===== src/lsu_isa_pkg.sv =====
/* Data and register index types for the load/store unit
   Memory operation and access size encodings */

package lsu_isa_pkg;

// One byte enable per lane of a data word
localparam int WORD_BYTES = 4;

// Data widths seen by the core
typedef logic [31:0] word_t;
typedef logic [15:0] halfword_t;
typedef logic [7:0]  byte_t;

// Destination register index, x0 to x31
typedef logic [4:0]  reg_idx_t;

// Operation carried by a request
typedef enum logic [1:0] {
    MEM_OP_NOP   = 2'b00,
    MEM_OP_LOAD  = 2'b01,
    MEM_OP_STORE = 2'b10
} mem_op_e;

// Access width, 2'b11 is not used
typedef enum logic [1:0] {
    MEM_SIZE_BYTE     = 2'b00,
    MEM_SIZE_HALFWORD = 2'b01,
    MEM_SIZE_WORD     = 2'b10
} mem_size_e;

endpackage : lsu_isa_pkg


===== src/lsu_pipe_pkg.sv =====
/* Data RAM geometry and address widths
   Payload structs passed between the memory stages and writeback */

package lsu_pipe_pkg;

import lsu_isa_pkg::*;

// Data RAM size in words
localparam int RAM_WORDS     = 256;
// Word address width, derived from the RAM size
localparam int RAM_ADDR_W    = $clog2(RAM_WORDS);
// Low address bits that pick a byte inside a word
localparam int BYTE_OFFSET_W = $clog2(WORD_BYTES);

// Memory-1 to memory-2 payload
typedef struct packed {
    mem_op_e                  mem_op;
    mem_size_e                mem_size;
    // Sign extension of sub-word loads
    logic                     mem_signed;
    logic [BYTE_OFFSET_W-1:0] byte_offset;
    reg_idx_t                 rd_idx;
    // Access skipped the RAM
    logic                     misaligned;
} m1_to_m2_s;

// Response payload towards writeback
typedef struct packed {
    reg_idx_t rd_idx;
    // Only for a load that did not fault
    logic     rd_we;
    word_t    data;
    logic     fault;
} m2_to_w_s;

endpackage : lsu_pipe_pkg


===== src/lsu_stage_mem2.sv =====
/* Memory-2 stage: load lane selection, sign or zero extension,
   and assembly of the writeback response */

module lsu_stage_mem2
    import lsu_isa_pkg::*;
    import lsu_pipe_pkg::*;
(
    input  logic      in_valid,
    input  m1_to_m2_s m1_to_m2,
    input  word_t     ram_rdata,
    input  logic      out_ready,
    output logic      in_ready,
    output logic      out_valid,
    output m2_to_w_s  m2_to_w
);

halfword_t sel_hw;
byte_t     sel_byte;
logic      ext_hw;
logic      ext_byte;
word_t     load_data;
logic      is_load;
logic      load_ok;

// Lane pick, bit 1 for the halfword and bit 0 for the byte inside it
always_comb begin
    sel_hw   = m1_to_m2.byte_offset[1] ? ram_rdata[31:16] : ram_rdata[15:0];
    sel_byte = m1_to_m2.byte_offset[0] ? sel_hw[15:8] : sel_hw[7:0];
    // Fill bit, zero for unsigned loads
    ext_hw   = m1_to_m2.mem_signed & sel_hw[15];
    ext_byte = m1_to_m2.mem_signed & sel_byte[7];
    case (m1_to_m2.mem_size)
        MEM_SIZE_BYTE:     load_data = {{24{ext_byte}}, sel_byte};
        MEM_SIZE_HALFWORD: load_data = {{16{ext_hw}}, sel_hw};
        default:           load_data = ram_rdata;
    endcase
end

assign is_load = m1_to_m2.mem_op == MEM_OP_LOAD;
// Misaligned loads never read the RAM
assign load_ok = is_load && !m1_to_m2.misaligned;

// Combinational stage, handshake passes straight through
assign in_ready  = out_ready;
assign out_valid = in_valid;

// Stores and faults come back with zero data
always_comb begin
    m2_to_w = '{
        rd_idx: m1_to_m2.rd_idx,
        rd_we:  load_ok,
        data:   load_ok ? load_data : '0,
        fault:  m1_to_m2.misaligned
    };
end

// NOPs are dropped in memory-1 and must not show up here
always_comb begin
    if (in_valid) begin
        assert (m1_to_m2.mem_op != MEM_OP_NOP)
        else $error("mem2: NOP request arrived with valid set");
    end
end

endmodule : lsu_stage_mem2


===== config.mk =====
export PLATFORM = sky130hd
export DESIGN_NAME = lsu_stage_mem2
export DESIGN_NICKNAME = d
export VERILOG_FILES = /design/src/lsu_isa_pkg.sv /design/src/lsu_pipe_pkg.sv /design/src/lsu_stage_mem2.sv
export SDC_FILE = /design/constraint.sdc
export NUM_CORES = 1
export LEC_CHECK = 0
export ABC_AREA = 1
export BUFFER_PORTS_ARGS = -buffer_cell sky130_fd_sc_hd__buf_2
export CORE_ASPECT_RATIO = 1.1
export CORE_MARGIN = 10
export CORE_UTILIZATION = 30
export DETAILED_ROUTE_END_ITERATION = 8
export PLACE_DENSITY = 0.81
export SETUP_SLACK_MARGIN = 0.15
export SLEW_MARGIN = 5
export SYNTH_ARGS = -nofsm -noshare
export SYNTH_HDL_FRONTEND = slang
export SYNTH_SLANG_ARGS = --single-unit
export TNS_END_PERCENT = 100

===== constraint.sdc =====
create_clock -name vclk -period 1.2
set_input_delay 0.12 -clock vclk [all_inputs]
set_output_delay 0.12 -clock vclk [all_outputs]
set_load 0.005 [all_outputs]

==> results.ini <==
[synthesis]
syn_area_um2=973
postSynthCellCount=172
yosys-top-cells-area=nand2_1 (15%), nor2_4 (13%), or2_2 (12%)
synth.most_common_cell=nand2_1
synth_top_cells_by_count=nand2_1 (38), nor2_1 (24), inv_1 (19)
synth.distinct_cells=22
synth.top_cell.area_share_pct=14.7
yosysWarnings=0
synth_top_area_cell=nand2_1
postSynthAreaPerCell_um2=5.66
syn-num-nets=219
seq_area_frac_synth_pct=0

[final_layout]
seq_cells=0
seq_area_um2=0
fin_nets=313
drive_above_1_share_pct=67.0
nClkBuffers=0
fin_util_pct=61.7
area_growth_pct=94.7
nFillCells=272
fin_cells=298
antennaDiodeCount=0

[placed_design]
place.gp.congestion=0.860
io_buffers=74
dp_cells=288
dpl.hpwl_mm=3.39

[worst_setup_path]
critPathCaptureType=output port
critPathLaunchType=input pin
required_ps=1080
cp_max_fo=5
crit_type=input pin to output port
crit_arrival_ps=1170

[power]
p_per_area_nw_per_um2=321
p_total_uw=608
peakVddDrop_mv=0.201
leakagePower_nw=1.10

[global_routing]
gr-total-overflow=0
grt_start_max_net_pins=18
grt_pass1_vias=1515
grt_usage_pct=13.1
grt_first_pass_wirelength_mm=6.69
antenna_found_initial=0

[routing]
wl_per_cell_um=15.8
antenna_left=0
vias=1450
drt_iter0_markers=58
drtPass1Iterations=5
drc=0
vias_per_cell=4.87
dr_wl_met3_um=320
drt-met1-wl_mm=1.77
top_layer=met4
routed_wl_mm=4.72
wl_met2_mm=2.52

[timing]
drv_slew=0
period_share_pct=108
setup_ws_ps=-91.1
hold_viol_final=0
rsz0062_at_grt=yes
whs_ps=240
fmax_mhz=775
setup_violations=24
worstMarginPinSlew_ps=244
period_needed_ps=1290
max_slew_margin_pct=83.7

[floorplanning]
die_h_um=79.7
die_area_um2=5930
die_w_um=74.3
placeableCoreArea_um2=3070
row_count=21
initial_utilization_pct=31.7
io_pins=88

[run_status]
violations=negative setup slack
status=complete, but fails checks

[hold_path]
hold_class=input pin to output port

[clocking]
ctsHoldBuffers=0

[run]
drv_cap=0

## cell families after synthesis
kind of cell	count (synthesis)	synth area share, %
compound gates	24	16.2
simple gates	111	62.5
buf+inv	37	21.3
## cell usage in the layout (no fill, tap or decap), drive strengths merged
| cell type | count |
|---|---|
| o211ai | 14 |
| a21oi | 2 |
| o21ai | 7 |
| a21boi | 1 |
| nor3b | 1 |
| clkinv | 2 |
| nand2 | 44 |
| or2 | 21 |
| inv | 19 |
| nand3 | 10 |
| clkbuf | 2 |
| nor2 | 35 |
| buf | 106 |
## routing by layer
| metal | GRT usage, % | up-vias |
|---|---|---|
| met5 | 0 | - |
| met4 | 0.733 | 0 |
| met3 | 3.73 | 12 |
| met2 | 25.9 | 55 |
| met1 | 13.8 | 662 |
| li1 | - | 721 |
## final timing paths
kind | start | end | cells after the start
min | m1_to_m2[4] | m2_to_w[37] | 0
max | m1_to_m2[9] | m2_to_w[25] | 12
## report_power, final
part | switching [mW] | total, mW | internal [mW]
registers | 0 | 0 | 0
clock network | 0 | 0 | 0
logic | 0.292 | 0.608 | 0.316
total | 0.292 | 0.608 | 0.316
## repair_timing
item | in CTS | in global routing
endpoints found under the setup margin | 32 | 32
gates resized for setup | 31 | 54
setup buffers | 4 | 4
gates cloned | 0 | 2
pin swaps | 6 | 18
## stage by stage
step	setup TNS, ps	instance area, um^2	setup slack (ps)
after floorplan	0	980	22.0
final	-1250	1900	-91.1
after CTS	-601	1610	-42.5
after global routing	-3850	1900	-181
after global placement	-3740	1500	-191
after detailed placement	-5100	1500	-216
## cell type report
| class | count | area (um^2) | share of cell area, % |
|---|---|---|---|
| repair buffers | 108 | 807 | 42.6 |
| well taps | 34 | 42.5 | 2.24 |
| multi-input cells | 135 | 935 | 49.3 |
| inverters | 21 | 111 | 5.87 |
## worst max-delay path, cell delays in order
cell     delay (ps)
buf_8           100
inv_8            60
nand2_4          50
nor2_2          100
nand2_1          80
nand2_2         100
nand2_4          70
nand3_4          80
nand2_8          70
buf_12          150
nor2_4          100
buf_6           100
Note: power is estimated with default switching activity, not from simulation.
