===== src/lsu_isa_pkg.sv =====
/* Data and register index types for the load/store unit
   Memory operation and access size encodings */

package lsu_isa_pkg;

// One byte enable per lane of a data word
localparam int WORD_BYTES = 4;

// Data widths seen by the core
typedef logic [31:0] word_t;
typedef logic [15:0] halfword_t;
typedef logic [7:0]  byte_t;

// Destination register index, x0 to x31
typedef logic [4:0]  reg_idx_t;

// Operation carried by a request
typedef enum logic [1:0] {
    MEM_OP_NOP   = 2'b00,
    MEM_OP_LOAD  = 2'b01,
    MEM_OP_STORE = 2'b10
} mem_op_e;

// Access width, 2'b11 is not used
typedef enum logic [1:0] {
    MEM_SIZE_BYTE     = 2'b00,
    MEM_SIZE_HALFWORD = 2'b01,
    MEM_SIZE_WORD     = 2'b10
} mem_size_e;

endpackage : lsu_isa_pkg


===== src/lsu_pipe_pkg.sv =====
/* Data RAM geometry and address widths
   Payload structs passed between the memory stages and writeback */

package lsu_pipe_pkg;

import lsu_isa_pkg::*;

// Data RAM size in words
localparam int RAM_WORDS     = 256;
// Word address width, derived from the RAM size
localparam int RAM_ADDR_W    = $clog2(RAM_WORDS);
// Low address bits that pick a byte inside a word
localparam int BYTE_OFFSET_W = $clog2(WORD_BYTES);

// Memory-1 to memory-2 payload
typedef struct packed {
    mem_op_e                  mem_op;
    mem_size_e                mem_size;
    // Sign extension of sub-word loads
    logic                     mem_signed;
    logic [BYTE_OFFSET_W-1:0] byte_offset;
    reg_idx_t                 rd_idx;
    // Access skipped the RAM
    logic                     misaligned;
} m1_to_m2_s;

// Response payload towards writeback
typedef struct packed {
    reg_idx_t rd_idx;
    // Only for a load that did not fault
    logic     rd_we;
    word_t    data;
    logic     fault;
} m2_to_w_s;

endpackage : lsu_pipe_pkg


===== src/lsu_stage_mem1.sv =====
/* Memory-1 stage with address generation, alignment check,
   store lane placement, byte enables and data RAM request */

module lsu_stage_mem1
    import lsu_isa_pkg::*;
    import lsu_pipe_pkg::*;
(
    input  logic                  req_valid,
    input  mem_op_e               req_op,
    input  mem_size_e             req_size,
    input  logic                  req_signed,
    input  word_t                 req_base,
    input  word_t                 req_offset,
    input  word_t                 req_wdata,
    input  reg_idx_t              req_rd,
    input  logic                  m1_ready,
    output logic                  m1_valid,
    output m1_to_m2_s             m1_to_m2,
    output logic                  ram_en,
    output logic                  ram_we,
    output logic [WORD_BYTES-1:0] ram_be,
    output logic [RAM_ADDR_W-1:0] ram_addr,
    output word_t                 ram_wdata
);

word_t                    addr;
logic [BYTE_OFFSET_W-1:0] offs;
logic                     misaligned;
logic                     is_access;
logic                     fire;
word_t                    lane_data;
logic [WORD_BYTES-1:0]    lane_be;

always_comb begin
    addr = req_base + req_offset;
    offs = addr[BYTE_OFFSET_W-1:0];
    // Store data is replicated over all lanes
    // Byte enables pick the live one
    case (req_size)
        MEM_SIZE_BYTE: begin
            misaligned = 1'b0;
            lane_data  = {4{req_wdata[7:0]}};
            lane_be    = 4'b0001 << offs;
        end
        MEM_SIZE_HALFWORD: begin
            misaligned = offs[0];
            lane_data  = {2{req_wdata[15:0]}};
            lane_be    = 4'b0011 << offs;
        end
        default: begin
            misaligned = offs != '0;
            lane_data  = req_wdata;
            lane_be    = '1;
        end
    endcase
end

// A NOP is consumed here and never reaches memory-2
assign is_access = (req_op == MEM_OP_LOAD) || (req_op == MEM_OP_STORE);
assign m1_valid  = req_valid && is_access;
assign fire      = m1_valid && m1_ready;

// RAM access only on a transfer and never for a misaligned request
assign ram_en    = fire && !misaligned;
assign ram_we    = ram_en && (req_op == MEM_OP_STORE);
assign ram_be    = ram_we ? lane_be : '0;
assign ram_addr  = addr[RAM_ADDR_W+BYTE_OFFSET_W-1:BYTE_OFFSET_W];
assign ram_wdata = lane_data;

always_comb begin
    m1_to_m2 = '{
        mem_op:      req_op,
        mem_size:    req_size,
        mem_signed:  req_signed,
        byte_offset: offs,
        rd_idx:      req_rd,
        misaligned:  misaligned
    };
end

// Enabled RAM access starts on a multiple of its size in bytes
always_comb begin
    if (ram_en) begin
        assert (((req_base + req_offset) & ((32'd1 << req_size) - 32'd1)
                 & 32'd3) == 32'd0)
        else $error("mem1: misaligned access enabled the RAM, addr %h", addr);
    end
end

endmodule : lsu_stage_mem1


===== config.mk =====
export PLATFORM = sky130hd
export DESIGN_NAME = lsu_stage_mem1
export DESIGN_NICKNAME = d
export VERILOG_FILES = /design/src/lsu_isa_pkg.sv /design/src/lsu_pipe_pkg.sv /design/src/lsu_stage_mem1.sv
export SDC_FILE = /design/constraint.sdc
export NUM_CORES = 1
export LEC_CHECK = 0
export BUFFER_PORTS_ARGS = -buffer_cell sky130_fd_sc_hd__buf_2
export CORE_MARGIN = 8
export CORE_UTILIZATION = 31
export DETAILED_ROUTE_END_ITERATION = 10
export PLACE_DENSITY = 0.95
export RECOVER_POWER = 50
export SETUP_SLACK_MARGIN = 0.1
export SYNTH_ARGS = -nofsm -noshare
export SYNTH_HDL_FRONTEND = slang
export SYNTH_SLANG_ARGS = --single-unit

===== constraint.sdc =====
create_clock -name vclk -period 3.3
set_input_delay 0.495 -clock vclk [all_inputs]
set_output_delay 0.495 -clock vclk [all_outputs]
set_load 0.01 [all_outputs]

==> flow_summary.yaml <==
outcome:
  outcome: "finished, final reports clean"
grt:
  grt_pass1_wl_um: 6210
  overflow: 0
  antenna_found_initial: 0
  grt_pass1_vias: 1369
  grt_max_degree: 31
  grt_use_total: 0.140
worst_setup_path:
  slowest_delay_ns: 0.56
  cp-start-kind: "input pin"
  path_class: "in -> out"
  critPathSlowestCell: "fa_1"
  cp-end-kind: "output port"
  cp.required_ns: 2.80
  worstPathArrival_ns: 2.20
  critPathMaxFanout: 5
  path_common_cell: "buf_2"
  cp_cell_sequence: "buf_2 > ha_1 > inv_1 > fa_1 > nand2b_1 > a221oi_2 > nand2_1 > a21oi_1 > buf_2"
timing:
  worstMarginPinSlew_ns: 1.25
  rsz0062_at_grt: "no"
  hold_violations: 0
  setup_viol: 0
  max_freq_mhz: 372
  final.setup.tns_ns: 0
  layout_min_cycle_time_ns: 2.69
  slew_violations: 0
  max-slew-margin-rel: 0.164
  finalCritPeriodShare: 0.816
floorplanning:
  fp.coreArea_um2: 3080
  io_pins: 168
  die_w_um: 72.9
  die_h_um: 72.9
  die-area_um2: 5310
  start_util: 0.326
  fp-row-count: 20
detailed_routing:
  wl_met1_um: 1580
  vias_per_cell: 4.75
  wl_per_cell_um: 15.3
  wirelength_um: 4090
  drc_errors: 0
  route.met3.wl_um: 419
  dr.pass1.iters: 4
  drt_iter0_markers: 29
  wl_met2_um: 2080
  drtAntennaViolNets: 0
  highest_layer: "met3"
  dr_total_vias: 1269
logic_synthesis:
  synthTopCellsByCount: "19 x buf_4, 16 x mux2_2, 12 x o21ai_0"
  syn_inst: 135
  synth.most_common_cell: "buf_4"
  ys_seq_area_frac: 0
  synth_top_area_share: 0.180
  synth_area_per_cell_um2: 7.42
  syn_area_um2: 1000
  synth_largest_area_cell: "mux2_2"
  synth.net_count: 254
  synthTopCellsByArea: "mux2_2 18%, buf_4 14%, ha_1 12%"
  synth_warnings: 0
  ys_types: 26
clock_network:
  holdBufCountCts: 0
  cts_setup_buffers: 0
  ctsResizeCount: 0
layout:
  area_growth_pct: 41.8
  drive_above_1_share: 0.480
  nets: 344
  seq_cells: 0
  stdcell_area_um2: 1420
  seqCellArea_um2: 0
  diodes: 0
  clkbuf_count: 0
worst_hold_path:
  min_path_type: "in -> out"
pwr:
  clkPwrFrac: 0
  irDropWorstVdd_mv: 0.0734
  power.internal_uw: 122
  p_per_area_nw_per_um2: 184
  p_sw_frac: 0.534
  power_frac_seq: 0
  comb_power_share: 1.000
  p_leak_uw: 0.000766
  p_sw_uw: 140
placed_design:
  hpwl_um: 3670
  placed_area_um2: 1450
  io_buffers: 112
  routabilityCongestion: 0.835
flow_run:
  maxCapViolCount: 0
## power groups by stage
stage | Clock (uW) | Combinational [uW] | Sequential (uW)
after floorplan | 0 | 172 | 0
after global placement | 0 | 262 | 0
after detailed placement | 0 | 268 | 0
after CTS | 0 | 270 | 0
after global routing | 0 | 287 | 0
final | 0 | 262 | 0
## critical path: cells and delay by family
kind                     cells  cell delay, ns
AO/OA/AOI/OAI                2            0.39
adder cells (fa/ha/maj)      2            0.72
buffers and inverters        3            0.28
AND/OR/NAND/NOR              2            0.30
## logic make-up after synthesis
| group | count (synthesis) | synth area share |
|---|---|---|
| compound gates | 29 | 0.185 |
| buf+inv | 33 | 0.200 |
| xor+xnor | 9 | 0.0787 |
| mux | 24 | 0.260 |
| simple gates | 29 | 0.132 |
| fa+ha+maj | 11 | 0.145 |
## placed cells by master, fill, tap and decap left out, drive strengths merged, types with 2 or more instances in the layout
cell / count
o211ai: 2
mux2i: 8
nand3: 6
nand2: 11
clkbuf: 24
xnor2: 7
a31oi: 2
a221oi: 2
o21ai: 12
a21oi: 7
nor2: 7
a21o: 2
ha: 10
xor2: 2
buf: 88
inv: 9
nand2b: 2
mux2: 16
## path summary, 6_finish.rpt
kind / start / end / slack (ns) / depth (start not counted)
worst max-delay path: req_base[0] / ram_be[1] / 0.61 / 9
worst min-delay path: req_rd[3] / m1_to_m2[4] / 0.99 / 0
## per-stage QoR
step                hold slack (ns)   util  total power, uW  instances  setup WS (ns)
floorplan                      1.08      -              172        135          0.760
finish                        0.990  0.462              262        267          0.609
global route                  0.990  0.462              287        267          0.416
detailed placement            0.990  0.472              268        267          0.605
CTS                           0.990  0.472              270        267          0.599
global placement              0.990  0.472              262        267          0.621
## metal layers
metal	track usage	vias up
met5	0	-
met4	0.00444	0
met3	0.0522	0
met2	0.269	71
met1	0.145	562
li1	-	636
## layout make-up
cell class,instances,area [um^2]
inverters,9,33.8
fillers,336,1660
repair buffers,112,531
multi-input cells,102,802
well taps,44,55.1
Power figures use the tool's default switching activity.
